--- config.mk ---
export PLATFORM = sky130hd
export DESIGN_NAME = boids_engine_top
export DESIGN_NICKNAME = d
export VERILOG_FILES = /design/src/boids_mem_pkg.sv /design/src/boids_state_pkg.sv /design/src/boid_store.sv /design/src/boid_motion_step.sv /design/src/boid_frame_sequencer.sv /design/src/boids_engine_top.sv
export VERILOG_INCLUDE_DIRS = /design/src
export SDC_FILE = /design/constraint.sdc
export NUM_CORES = 2
export LEC_CHECK = 0
export BUFFER_PORTS_ARGS = -buffer_cell sky130_fd_sc_hd__clkbuf_2
export CORE_ASPECT_RATIO = 1.75
export CORE_MARGIN = 8
export CORE_UTILIZATION = 30
export CTS_CLUSTER_DIAMETER = 100
export CTS_CLUSTER_SIZE = 30
export DETAILED_ROUTE_END_ITERATION = 10
export PLACE_DENSITY = 0.47
export SLEW_MARGIN = 20
export SYNTH_ARGS = -nofsm -noshare
export SYNTH_HDL_FRONTEND = slang
export SYNTH_SLANG_ARGS = --single-unit
--- constraint.sdc ---
create_clock -name CLOCK_50 -period 11.9 [get_ports CLOCK_50]
set_input_delay 1.19 -clock CLOCK_50 [delete_from_list [all_inputs] [get_ports CLOCK_50]]
set_output_delay 1.19 -clock CLOCK_50 [all_outputs]
set_load 0.01 [all_outputs]
--- src/boids_settings.svh ---
`ifndef BOIDS_SETTINGS_SVH
`define BOIDS_SETTINGS_SVH

////////////////////
// Frame geometry
////////////////////

// Boids handled per frame
`define BOIDS_NUM_BOIDS 20

// Onchip RAM port
`define BOIDS_ADDR_W 10
`define BOIDS_WORD_W 32

// Signed 12.15 fixed point
`define BOIDS_ATTR_W 27
`define BOIDS_FRAC_W 15

// Word 0 is the host flag, boid i slot s sits at base + 4i + s
`define BOIDS_FLAG_ADDR 0
`define BOIDS_BASE_ADDR 1

// Wall positions in whole pixels, same for both axes
`define BOIDS_BOUND_LO 0
`define BOIDS_BOUND_HI 639

// Address issue to read data capture
`define BOIDS_READ_WAIT 2

`endif

--- src/boids_mem_pkg.sv ---
`default_nettype none

`include "boids_settings.svh"

package boids_mem_pkg;

	////////////////////
	// RAM side types
	////////////////////

	// Word address on the onchip RAM slave
	typedef logic [`BOIDS_ADDR_W-1:0] mem_addr_t;

	// One RAM data word
	typedef logic [`BOIDS_WORD_W-1:0] mem_word_t;

	// Position of an attribute inside the four word boid block
	typedef enum logic [1:0] {
		slot_x  = 2'd0,
		slot_y  = 2'd1,
		slot_vx = 2'd2,
		slot_vy = 2'd3
	} attr_slot_t;

endpackage

`default_nettype wire

--- src/boids_state_pkg.sv ---
`default_nettype none

`include "boids_settings.svh"

package boids_state_pkg;

	////////////////////
	// Boid side types
	////////////////////

	// Signed fixed point coordinate or velocity
	typedef logic signed [`BOIDS_ATTR_W-1:0] coord_t;

	// Full boid record, 108 bits
	typedef struct packed {
		coord_t pos_x;
		coord_t pos_y;
		coord_t vel_x;
		coord_t vel_y;
	} boid_t;

	// Index into the local boid store
	typedef logic [$clog2(`BOIDS_NUM_BOIDS)-1:0] boid_idx_t;

endpackage

`default_nettype wire

--- src/boid_store.sv ---
`timescale 1ns/1ns
`default_nettype none

`include "boids_settings.svh"

module boid_store (
	input  logic                       CLOCK_50,
	input  logic                       seq_wr_en,
	input  boids_state_pkg::boid_idx_t seq_idx,
	input  boids_state_pkg::boid_t     seq_wr_boid,
	input  logic                       step_wr_en,
	input  boids_state_pkg::boid_idx_t step_idx,
	input  boids_state_pkg::boid_t     step_wr_boid,
	output boids_state_pkg::boid_t     seq_rd_boid,
	output boids_state_pkg::boid_t     step_rd_boid
);

	////////////////////
	// Boid array
	////////////////////

	boids_state_pkg::boid_t boid_mem [`BOIDS_NUM_BOIDS];

	// Writes from either side, never both in the same cycle
	always_ff @(posedge CLOCK_50) begin
		if (seq_wr_en) begin
			boid_mem[seq_idx] <= seq_wr_boid;
		end
		if (step_wr_en) begin
			boid_mem[step_idx] <= step_wr_boid;
		end
	end

	// Registered reads, one per port
	always_ff @(posedge CLOCK_50) begin
		seq_rd_boid  <= boid_mem[seq_idx];
		step_rd_boid <= boid_mem[step_idx];
	end

	// Sequencer and stepper take turns on the store
	a_one_writer: assert property (@(posedge CLOCK_50)
		!(seq_wr_en && step_wr_en))
		else $error("sequencer and stepper write the store together");

endmodule

`default_nettype wire

--- src/boid_motion_step.sv ---
`timescale 1ns/1ns
`default_nettype none

`include "boids_settings.svh"

module boid_motion_step (
	input  logic                       CLOCK_50,
	input  logic                       sys_reset,
	input  logic                       step_start,
	input  boids_state_pkg::boid_t     step_rd_boid,
	output logic                       step_done,
	output logic                       step_wr_en,
	output boids_state_pkg::boid_idx_t step_idx,
	output boids_state_pkg::boid_t     step_wr_boid
);

	typedef enum logic [1:0] {
		S_IDLE,
		S_READ,
		S_CALC,
		S_WRITE
	} step_state_t;

	// Walls in 12.15 fixed point
	localparam int BOUND_LO = `BOIDS_BOUND_LO <<< `BOIDS_FRAC_W;
	localparam int BOUND_HI = `BOIDS_BOUND_HI <<< `BOIDS_FRAC_W;
	localparam boids_state_pkg::boid_idx_t LAST_IDX =
		boids_state_pkg::boid_idx_t'(`BOIDS_NUM_BOIDS - 1);

	step_state_t            state;
	boids_state_pkg::boid_t next_boid;

	// One axis of the move, clamp and bounce off a wall
	function automatic void axis_step(
		input  boids_state_pkg::coord_t pos,
		input  boids_state_pkg::coord_t vel,
		output boids_state_pkg::coord_t pos_n,
		output boids_state_pkg::coord_t vel_n
	);
		logic signed [`BOIDS_ATTR_W:0] sum;
		sum = pos + vel;
		if (sum > BOUND_HI) begin
			pos_n = boids_state_pkg::coord_t'(BOUND_HI);
			vel_n = -vel;
		end else if (sum < BOUND_LO) begin
			pos_n = boids_state_pkg::coord_t'(BOUND_LO);
			vel_n = -vel;
		end else begin
			pos_n = sum[`BOIDS_ATTR_W-1:0];
			vel_n = vel;
		end
	endfunction

	always_comb begin
		axis_step(step_rd_boid.pos_x, step_rd_boid.vel_x, next_boid.pos_x, next_boid.vel_x);
		axis_step(step_rd_boid.pos_y, step_rd_boid.vel_y, next_boid.pos_y, next_boid.vel_y);
	end

	////////////////////
	// Walk FSM
	////////////////////

	always_ff @(posedge CLOCK_50) begin
		if (sys_reset) begin
			state      <= S_IDLE;
			step_idx   <= '0;
			step_wr_en <= 1'b0;
			step_done  <= 1'b0;
		end else begin
			step_wr_en <= 1'b0;
			step_done  <= 1'b0;
			case (state)
				S_IDLE: begin
					// Store already reads index 0, so this cycle is the first read
					if (step_start) begin
						state <= S_CALC;
					end
				end
				S_READ: state <= S_CALC;
				S_CALC: begin
					step_wr_en <= 1'b1;
					state      <= S_WRITE;
				end
				S_WRITE: begin
					if (step_idx == LAST_IDX) begin
						step_done <= 1'b1;
						step_idx  <= '0;
						state     <= S_IDLE;
					end else begin
						step_idx <= step_idx + 1'b1;
						state    <= S_READ;
					end
				end
				default: state <= S_IDLE;
			endcase
		end
	end

	// Updated record held for the write cycle
	always_ff @(posedge CLOCK_50) begin
		if (state == S_CALC) begin
			step_wr_boid <= next_boid;
		end
	end

	// Sequencer waits for step_done before any new start
	a_start_when_idle: assert property (@(posedge CLOCK_50) disable iff (sys_reset)
		step_start |-> state == S_IDLE)
		else $error("step_start while the stepper is busy");

endmodule

`default_nettype wire

--- src/boid_frame_sequencer.sv ---
`timescale 1ns/1ns
`default_nettype none

`include "boids_settings.svh"

module boid_frame_sequencer (
	input  logic                       CLOCK_50,
	input  logic                       sys_reset,
	input  boids_mem_pkg::mem_word_t   mem_readdata,
	input  logic                       step_done,
	input  boids_state_pkg::boid_t     seq_rd_boid,
	output boids_mem_pkg::mem_addr_t   mem_address,
	output logic                       mem_write,
	output boids_mem_pkg::mem_word_t   mem_writedata,
	output logic                       step_start,
	output logic                       seq_wr_en,
	output boids_state_pkg::boid_idx_t seq_idx,
	output boids_state_pkg::boid_t     seq_wr_boid
);

	typedef enum logic [3:0] {
		S_POLL_ISSUE,
		S_POLL_WAIT,
		S_LOAD_ISSUE,
		S_LOAD_WAIT,
		S_START,
		S_STEP_WAIT,
		S_WB_READ,
		S_WB_WORD,
		S_FLAG_CLR
	} seq_state_t;

	localparam boids_mem_pkg::mem_addr_t FLAG_ADDR =
		boids_mem_pkg::mem_addr_t'(`BOIDS_FLAG_ADDR);
	localparam boids_mem_pkg::mem_addr_t BASE_ADDR =
		boids_mem_pkg::mem_addr_t'(`BOIDS_BASE_ADDR);
	localparam boids_state_pkg::boid_idx_t LAST_IDX =
		boids_state_pkg::boid_idx_t'(`BOIDS_NUM_BOIDS - 1);
	localparam logic [1:0] LAST_WAIT = 2'(`BOIDS_READ_WAIT - 1);

	seq_state_t                 state;
	boids_mem_pkg::attr_slot_t  slot;
	logic [1:0]                 wait_cnt;
	boids_state_pkg::boid_idx_t next_idx;
	boids_mem_pkg::mem_addr_t   slot_addr;
	boids_state_pkg::coord_t    rd_attr;
	boids_state_pkg::coord_t    wb_attr;

	// Record written last cycle moves the load on to the next boid
	assign next_idx  = seq_wr_en ? seq_idx + 1'b1 : seq_idx;
	assign slot_addr = BASE_ADDR + boids_mem_pkg::mem_addr_t'({next_idx, slot});
	assign rd_attr   = mem_readdata[`BOIDS_ATTR_W-1:0];

	// Attribute picked for the current write-back word
	always_comb begin
		case (slot)
			boids_mem_pkg::slot_x:  wb_attr = seq_rd_boid.pos_x;
			boids_mem_pkg::slot_y:  wb_attr = seq_rd_boid.pos_y;
			boids_mem_pkg::slot_vx: wb_attr = seq_rd_boid.vel_x;
			default:                wb_attr = seq_rd_boid.vel_y;
		endcase
	end

	////////////////////
	// Control FSM
	////////////////////

	always_ff @(posedge CLOCK_50) begin
		if (sys_reset) begin
			state       <= S_POLL_ISSUE;
			mem_address <= FLAG_ADDR;
			mem_write   <= 1'b0;
			step_start  <= 1'b0;
			seq_wr_en   <= 1'b0;
			seq_idx     <= '0;
			slot        <= boids_mem_pkg::slot_x;
			wait_cnt    <= '0;
		end else begin
			mem_write  <= 1'b0;
			step_start <= 1'b0;
			seq_wr_en  <= 1'b0;
			case (state)
				S_POLL_ISSUE: begin
					mem_address <= FLAG_ADDR;
					wait_cnt    <= '0;
					state       <= S_POLL_WAIT;
				end
				S_POLL_WAIT: begin
					wait_cnt <= wait_cnt + 1'b1;
					if (wait_cnt == LAST_WAIT) begin
						// Host raises bit 0 to hand over a frame
						state <= mem_readdata[0] ? S_LOAD_ISSUE : S_POLL_ISSUE;
					end
				end
				S_LOAD_ISSUE: begin
					mem_address <= slot_addr;
					seq_idx     <= next_idx;
					wait_cnt    <= '0;
					state       <= S_LOAD_WAIT;
				end
				S_LOAD_WAIT: begin
					wait_cnt <= wait_cnt + 1'b1;
					if (wait_cnt == LAST_WAIT) begin
						slot <= boids_mem_pkg::attr_slot_t'(slot + 2'd1);
						if (slot == boids_mem_pkg::slot_vy) begin
							seq_wr_en <= 1'b1;
							state     <= (seq_idx == LAST_IDX) ? S_START : S_LOAD_ISSUE;
						end else begin
							state <= S_LOAD_ISSUE;
						end
					end
				end
				S_START: begin
					// Last record lands in the store on this edge
					step_start <= 1'b1;
					seq_idx    <= '0;
					state      <= S_STEP_WAIT;
				end
				S_STEP_WAIT: begin
					if (step_done) begin
						state <= S_WB_READ;
					end
				end
				S_WB_READ: begin
					state <= S_WB_WORD;
				end
				S_WB_WORD: begin
					mem_write   <= 1'b1;
					mem_address <= slot_addr;
					slot        <= boids_mem_pkg::attr_slot_t'(slot + 2'd1);
					if (slot == boids_mem_pkg::slot_vy) begin
						if (seq_idx == LAST_IDX) begin
							state <= S_FLAG_CLR;
						end else begin
							seq_idx <= seq_idx + 1'b1;
							state   <= S_WB_READ;
						end
					end
				end
				S_FLAG_CLR: begin
					mem_write   <= 1'b1;
					mem_address <= FLAG_ADDR;
					seq_idx     <= '0;
					state       <= S_POLL_ISSUE;
				end
				default: state <= S_POLL_ISSUE;
			endcase
		end
	end

	// Record assembly and outgoing words
	always_ff @(posedge CLOCK_50) begin
		if (state == S_LOAD_WAIT && wait_cnt == LAST_WAIT) begin
			case (slot)
				boids_mem_pkg::slot_x:  seq_wr_boid.pos_x <= rd_attr;
				boids_mem_pkg::slot_y:  seq_wr_boid.pos_y <= rd_attr;
				boids_mem_pkg::slot_vx: seq_wr_boid.vel_x <= rd_attr;
				default:                seq_wr_boid.vel_y <= rd_attr;
			endcase
		end
		if (state == S_WB_WORD) begin
			// Sign extend to the full bus word
			mem_writedata <= {{(`BOIDS_WORD_W - `BOIDS_ATTR_W){wb_attr[`BOIDS_ATTR_W-1]}},
				wb_attr};
		end else if (state == S_FLAG_CLR) begin
			mem_writedata <= '0;
		end
	end

	// Bus stays read-only from the poll until the frame is stepped
	a_no_write_in_load: assert property (@(posedge CLOCK_50) disable iff (sys_reset)
		state inside {S_POLL_WAIT, S_LOAD_ISSUE, S_LOAD_WAIT} |-> !mem_write)
		else $error("mem_write high during poll or load");

endmodule

`default_nettype wire

--- src/boids_engine_top.sv ---
`timescale 1ns/1ns
`default_nettype none

module boids_engine_top (
	input  logic                     CLOCK_50,
	input  logic                     sys_reset,
	input  boids_mem_pkg::mem_word_t mem_readdata,
	output boids_mem_pkg::mem_addr_t mem_address,
	output logic                     mem_write,
	output boids_mem_pkg::mem_word_t mem_writedata
);

	// Sequencer side of the store
	logic                       seq_wr_en;
	boids_state_pkg::boid_idx_t seq_idx;
	boids_state_pkg::boid_t     seq_wr_boid;
	boids_state_pkg::boid_t     seq_rd_boid;

	// Stepper side of the store
	logic                       step_wr_en;
	boids_state_pkg::boid_idx_t step_idx;
	boids_state_pkg::boid_t     step_wr_boid;
	boids_state_pkg::boid_t     step_rd_boid;

	logic step_start;
	logic step_done;

	boid_frame_sequencer u_sequencer (
		.CLOCK_50      (CLOCK_50),
		.sys_reset     (sys_reset),
		.mem_readdata  (mem_readdata),
		.step_done     (step_done),
		.seq_rd_boid   (seq_rd_boid),
		.mem_address   (mem_address),
		.mem_write     (mem_write),
		.mem_writedata (mem_writedata),
		.step_start    (step_start),
		.seq_wr_en     (seq_wr_en),
		.seq_idx       (seq_idx),
		.seq_wr_boid   (seq_wr_boid)
	);

	boid_store u_store (
		.CLOCK_50     (CLOCK_50),
		.seq_wr_en    (seq_wr_en),
		.seq_idx      (seq_idx),
		.seq_wr_boid  (seq_wr_boid),
		.step_wr_en   (step_wr_en),
		.step_idx     (step_idx),
		.step_wr_boid (step_wr_boid),
		.seq_rd_boid  (seq_rd_boid),
		.step_rd_boid (step_rd_boid)
	);

	boid_motion_step u_stepper (
		.CLOCK_50     (CLOCK_50),
		.sys_reset    (sys_reset),
		.step_start   (step_start),
		.step_rd_boid (step_rd_boid),
		.step_done    (step_done),
		.step_wr_en   (step_wr_en),
		.step_idx     (step_idx),
		.step_wr_boid (step_wr_boid)
	);

endmodule

`default_nettype wire

======== Word-level counts from Yosys, hierarchy flattened ========
Memories as Yosys holds them, arrays and structs flattened. A register that Yosys moved wholly into a read port is not among the register bits.
Index checks and enable logic that the tools add are counted.
storage, ports and cells
  word-level logic and storage cells ...... 130
  bits in latches ......................... 0
  output and inout port bits .............. 43
  input bits .............................. 34
  RAM bits ................................ 2,160
  bits in registers ....................... 283
  memories ................................ 1
  memory bits (read-only) ................. 0
cells by class
  mux-type cells .......................... 39
  magnitude comparators ................... 4
  equality and inequality tests ........... 23
  shifts and indexed selects .............. 0
  multiply operators ...................... 0
  $add $sub $neg .......................... 9
  divide/modulo/power cells ............... 0
  bitwise gates (word level) .............. 4
  reduce and logical (&&, ||, !) cells .... 27
memory list
  name              words  bits a word  rd ports  clocked after memory_dff  write ports  RTL line          source
  u_store.boid_mem  20     108          2         2                         2            boid_store.sv:22  boids_state_pkg::boid_t boid_mem [`BOIDS_NUM_BOIDS];
operators by type and width
  cell                                                                                count
  27-bit two-way mux                                                                  4
  27-bit one-hot mux with 3 select lines                                              1
  32-bit two-way mux                                                                  2
  27-bit by 27-bit adder with 28-bit output                                           2
  28-bit by 26-bit greater-than comparator with 1-bit output (second input constant)  2
  28-bit by 1-bit less-than comparator with 1-bit output (second input constant)      2
  27-bit negator                                                                      2
  25-bit two-way mux                                                                  2
  4-bit one-hot mux with 8 select lines                                               1
  4-bit two-way mux                                                                   6
  5-bit two-way mux                                                                   4
  10-bit one-hot mux with 2 select lines                                              1
  2-bit OR reduction                                                                  9
  4-bit by 3-bit equality test with 1-bit output (second input constant)              4
  5-bit one-hot mux with 3 select lines                                               1
  5-bit by 1-bit adder with 5-bit output (second input constant)                      2
  5-bit equality test (second input constant)                                         2
  1-bit two-way mux                                                                   10
  2-bit AND reduction                                                                 5
  1-bit by 7-bit adder with 8-bit output (first input constant)                       1
  2-bit equality test (second input constant)                                         4
  4-bit by 2-bit equality test with 1-bit output (second input constant)              2
  2-bit by 1-bit inequality test with 1-bit output (second input constant)            4
  2-bit one-hot mux with 2 select lines                                               2
  17 further kinds                                                                    31

======== Longest topological paths before layout ========
  depth after elaboration ................. 5
  depth in mapped cells ................... 14
  gate-level depth less buffers ........... 13

======== Hierarchy ========
Synthesis repeated with hierarchy kept, for this count alone.
second synthesis, totals
  cells, all modules ...................... 10,660
  area total of the unflattened synthesis .. 145,183.0 µm²
by module, submodules not included
  module                cells an instance  area an instance (µm²)  times used
  boid_store            9,301              130,233.7               1
  boid_motion_step      898                8,538.2                 1
  boid_frame_sequencer  461                6,411.1                 1

======== Least setup slack after synthesis ========
OpenSTA, ideal clock, no wires.
  path type ............................... register -> register
  start point ............................. register u_sequencer.seq_idx[0]
  end point ............................... memory u_store.boid_mem[10][0] (netlist bit), enable pin
  path slack .............................. 1.922 ns
  required time ........................... 11.176 ns
  data arrival time ....................... 9.254 ns
  buffers on the path ..................... 4
  period minus slack after synthesis ...... 9.978 ns
  cell stages (with the launch flop) ...... 9
  cell sequence ........................... dfxtp_1 buf_2 buf_1 buf_1 buf_1 inv_1 ha_1 nand3_1 o21ai_0
RTL lines
  item                      RTL line                     source
  start: declaration        boid_frame_sequencer.sv:17   output boids_state_pkg::boid_idx_t seq_idx,
  start signal: assignment  boid_frame_sequencer.sv:97   seq_idx <= next_idx;
  start signal: assignment  boid_frame_sequencer.sv:135  seq_idx <= seq_idx + 1'b1;
  end: declaration          boid_store.sv:22

==> results.ini <==
[outcome]
outcome = completed

[critical_path]
path_common_cell = buf_4
crit_family = buffers and inverters
crit_arrival_ns = 6.18
required_ns = 12.65
r2r_slack_ns = 6.47
crit_path_max_incr_delay_ns = 0.82
critPathKind = register to register
path_max_fanout = 77
reg2reg_depth = 7
setup.worst_path.start_class = register
timing.rr.start = u_stepper.step_idx[0]
crit_chain = buf_4 > buf_12 > buf_4 > buf_4 > mux4_2 > mux4_2 > mux2_2
critPathSlowestCell = buf_4
worstReg2RegEnd = u_store.step_rd_boid[9]
crit_buf_inv = 4
crit_path_end_kind = register

[synthesis]
synth_flop_cell = edfxtp_1
yosys_warnings = 0
ys_ff_latch = 2652
yosys.area.top_type = edfxtp_1
synthesis.area_um2 = 145000
syn-instance-count = 9026
yosysTopAreaCellShare_pct = 49.9
synth-edff-count = 2403
seq_area_frac_synth_pct = 53.3
avgSynthCellArea_um2 = 16.0
synth_cell_types = 91
async_reset_ff_share_pct = 0
synth_area_leaders = edfxtp_1 (50%), mux2_2 (18%), mux4_2 (17%), dfxtp_1 (3.4%), clkbuf_1 (2.4%)

[hold_path]
hold_class = register to register
holdPathEnd = u_sequencer.wait_cnt[1]
whs_path_depth = 2
hp-start = u_sequencer.wait_cnt[1]

[sta]
setup_viol = 0
fin_crit_ns = 5.43
skew_ns = 0.0608
grt_setup_unrepaired = no
setup_ws_ns = 6.47
finalHoldViolCount = 0
report.final.slew_viol_count = 0
fin_crit_sh_pct = 45.6
slew_headroom_pct = 20.8
worstMarginPinSlew_ns = 1.19
setup-tns-final_ns = 0
fmax_mhz = 184

[route]
drcViolationCount = 0
antenna_left = 0
wl_met3_mm = 32.1
wl_per_cell_um = 40.0
via_count = 88151
routed_via_density = 5.99
drtPass1Iterations = 8
met1_length_mm = 229
first_iter_violations = 9579
drt_wl_total_mm = 589
top_layer = met5
wl_met2_mm = 301

[clocking]
postCtsResizedCells = 0
cts-root-buf = clkbuf_16
cts_buffers = 99
post_cts_buffers = 0
tritoncts = done
postCtsHoldBufs = 0
clk_latency_ns = 0.88
clock-sinks = 2652
clkTransAtPathRegs_ns = 0.13
clock_path_buffers = 3
htree_levels = 3

[place]
routabilityCongestion = 0.881
port_buffers = 69
dp_worst_setup_slack_ns = 6.29
dp_hpwl_mm = 332
place_area_um2 = 151000

[cells_and_area]
stdcell_area_um2 = 154000
final_nets = 8442
area_delta_synth_final_pct = 6.63
layout-drive-gt1-share_pct = 46.6
ff_latch_area_um2 = 77200
multi_input_area_um2 = 63700
nFillCells = 46493

[floorplanning]
rows = 337
die_h_um = 935
core_area_um2 = 481000
die_area_um2 = 506000
ioPinCount = 77
initial_core_util_pct = 30.1
die_w_um = 541

[global_route]
gr-total-overflow = 0
grt_max_degree = 106
grt_pass1_vias = 92510
antenna_found_initial = 43
gr-usage-all-layers_pct = 22.4
grt_first_pass_wirelength_mm = 792

[power]
p_total_mw = 14.9
p_leak_nw = 46.4
powerDensity_nw_per_um2 = 96.4
ir_drop_v = 0.000117

[run]
drv_cap = 0

[final cells by class]
type / instances / share of cell area, %
clock buffers: 174 / 1.82
clock inverters: 10 / 0.0787
multi-input cells: 5246 / 41.3
flip-flops and latches: 2652 / 50.0
inverters: 23 / 0.0559
diodes: 23 / 0.0373
repair buffers: 315 / 1.63
well taps: 6271 / 5.08
[worst min-delay path, stage by stage, from the launching register on]
cell and delay (ns):
dfxtp_1 0.33, o21ai_0 0.07, a21oi_1 0.06
[cells in the final DEF (no fill, tap or decap), types with 18 or more instances in the layout]
cell type,n
nand2_1,79
xor2_1,70
a21oi_1,222
nor2_1,260
xnor2_1,21
edfxtp_1,2403
a222oi_1,27
buf_12,23
nand3_1,25
clkbuf_16,100
nor3_1,146
mux4_2,1095
dfxtp_1,239
clkbuf_2,69
a21o_1,28
ha_1,65
mux2i_1,311
nand4_1,18
and3_1,24
o21ai_0,148
inv_1,23
a221o_1,98
a21oi_2,25
buf_4,217
mux2_2,2273
clkbuf_1,71
nand2_4,24
diode_2,23
or3_1,20
[cell families after synthesis]
group / Yosys count / synth area share [%]
adder cells (fa/ha/maj): 71 / 0.624
XOR/XNOR: 91 / 0.551
AO/OA/AOI/OAI: 702 / 3.32
multiplexers: 3681 / 36.9
flip-flops: 2652 / 53.3
buffers and inverters: 1133 / 3.01
other: 1 / 0.00259
AND/OR/NAND/NOR: 695 / 2.29
[power by group]
part / internal (mW) / switching, mW
clock network: 1.65 / 3.15
logic: 0.0163 / 0.0457
registers: 10.0 / 0.00558
total: 11.7 / 3.21
[state kept, by name, indices dropped and copies added, names as in the netlist]
| register | flops |
|---|---|
| u_sequencer.step_start | 1 |
| u_sequencer.seq_wr_boid | 108 |
| u_sequencer.mem_writedata | 27 |
| u_stepper.step_wr_en | 1 |
| u_sequencer.state | 4 |
| u_sequencer.slot | 2 |
| u_sequencer.mem_address | 8 |
| u_store.seq_rd_boid | 108 |
| u_stepper.step_done | 1 |
| u_sequencer.seq_wr_en | 1 |
| u_store.boid_mem | 2160 |
| u_stepper.state | 2 |
| u_sequencer.seq_idx | 5 |
| u_stepper.step_wr_boid | 108 |
| u_stepper.step_idx | 5 |
| u_store.step_rd_boid | 108 |
| u_sequencer.wait_cnt | 2 |
| u_sequencer.mem_write | 1 |
[metal layers]
metal  vias up  global-route usage (%)
met2      3719                    39.8
met4        10                    9.21
met5         -                       0
met1     48666                    27.6
li1      34792                       -
met3       964                    2.50
[per-stage QoR]
stage	std cells	utilization, %	hold WS [ns]
finish	14714	32.1	0.494
global route	14698	32.1	0.528
CTS	14691	32.1	0.501
detailed placement	14507	31.5	0.481
global placement	14501	31.5	0.476
floorplan	9031	-	0.445
[synth_stat cells (all sizes together), types with 98 or more instances]
library cell,n
nor3,150
o21ai,167
dfxtp,249
edfxtp,2403
mux2,2275
nor2,260
a221o,98
mux4,1095
a21oi,248
nand2,105
mux2i,311
buf,201
clkbuf,909
[how the worst max path moves through the flow]
stage | start | end | slack, ns | cells after the start
after floorplan | u_sequencer.seq_idx[0] | u_store.boid_mem[10][0] | 1.92 | 8
after global placement | u_stepper.step_idx[0] | u_store.step_rd_boid[10] | 6.28 | 7
after detailed placement | u_stepper.step_idx[0] | u_store.step_rd_boid[10] | 6.29 | 7
after CTS | u_stepper.step_idx[0] | u_store.step_rd_boid[10] | 6.26 | 7
after global routing | u_stepper.step_idx[0] | u_store.step_rd_boid[10] | 6.07 | 7
final | u_stepper.step_idx[0] | u_store.step_rd_boid[9] | 6.47 | 7
No activity file was read; power rests on OpenSTA's default activity.
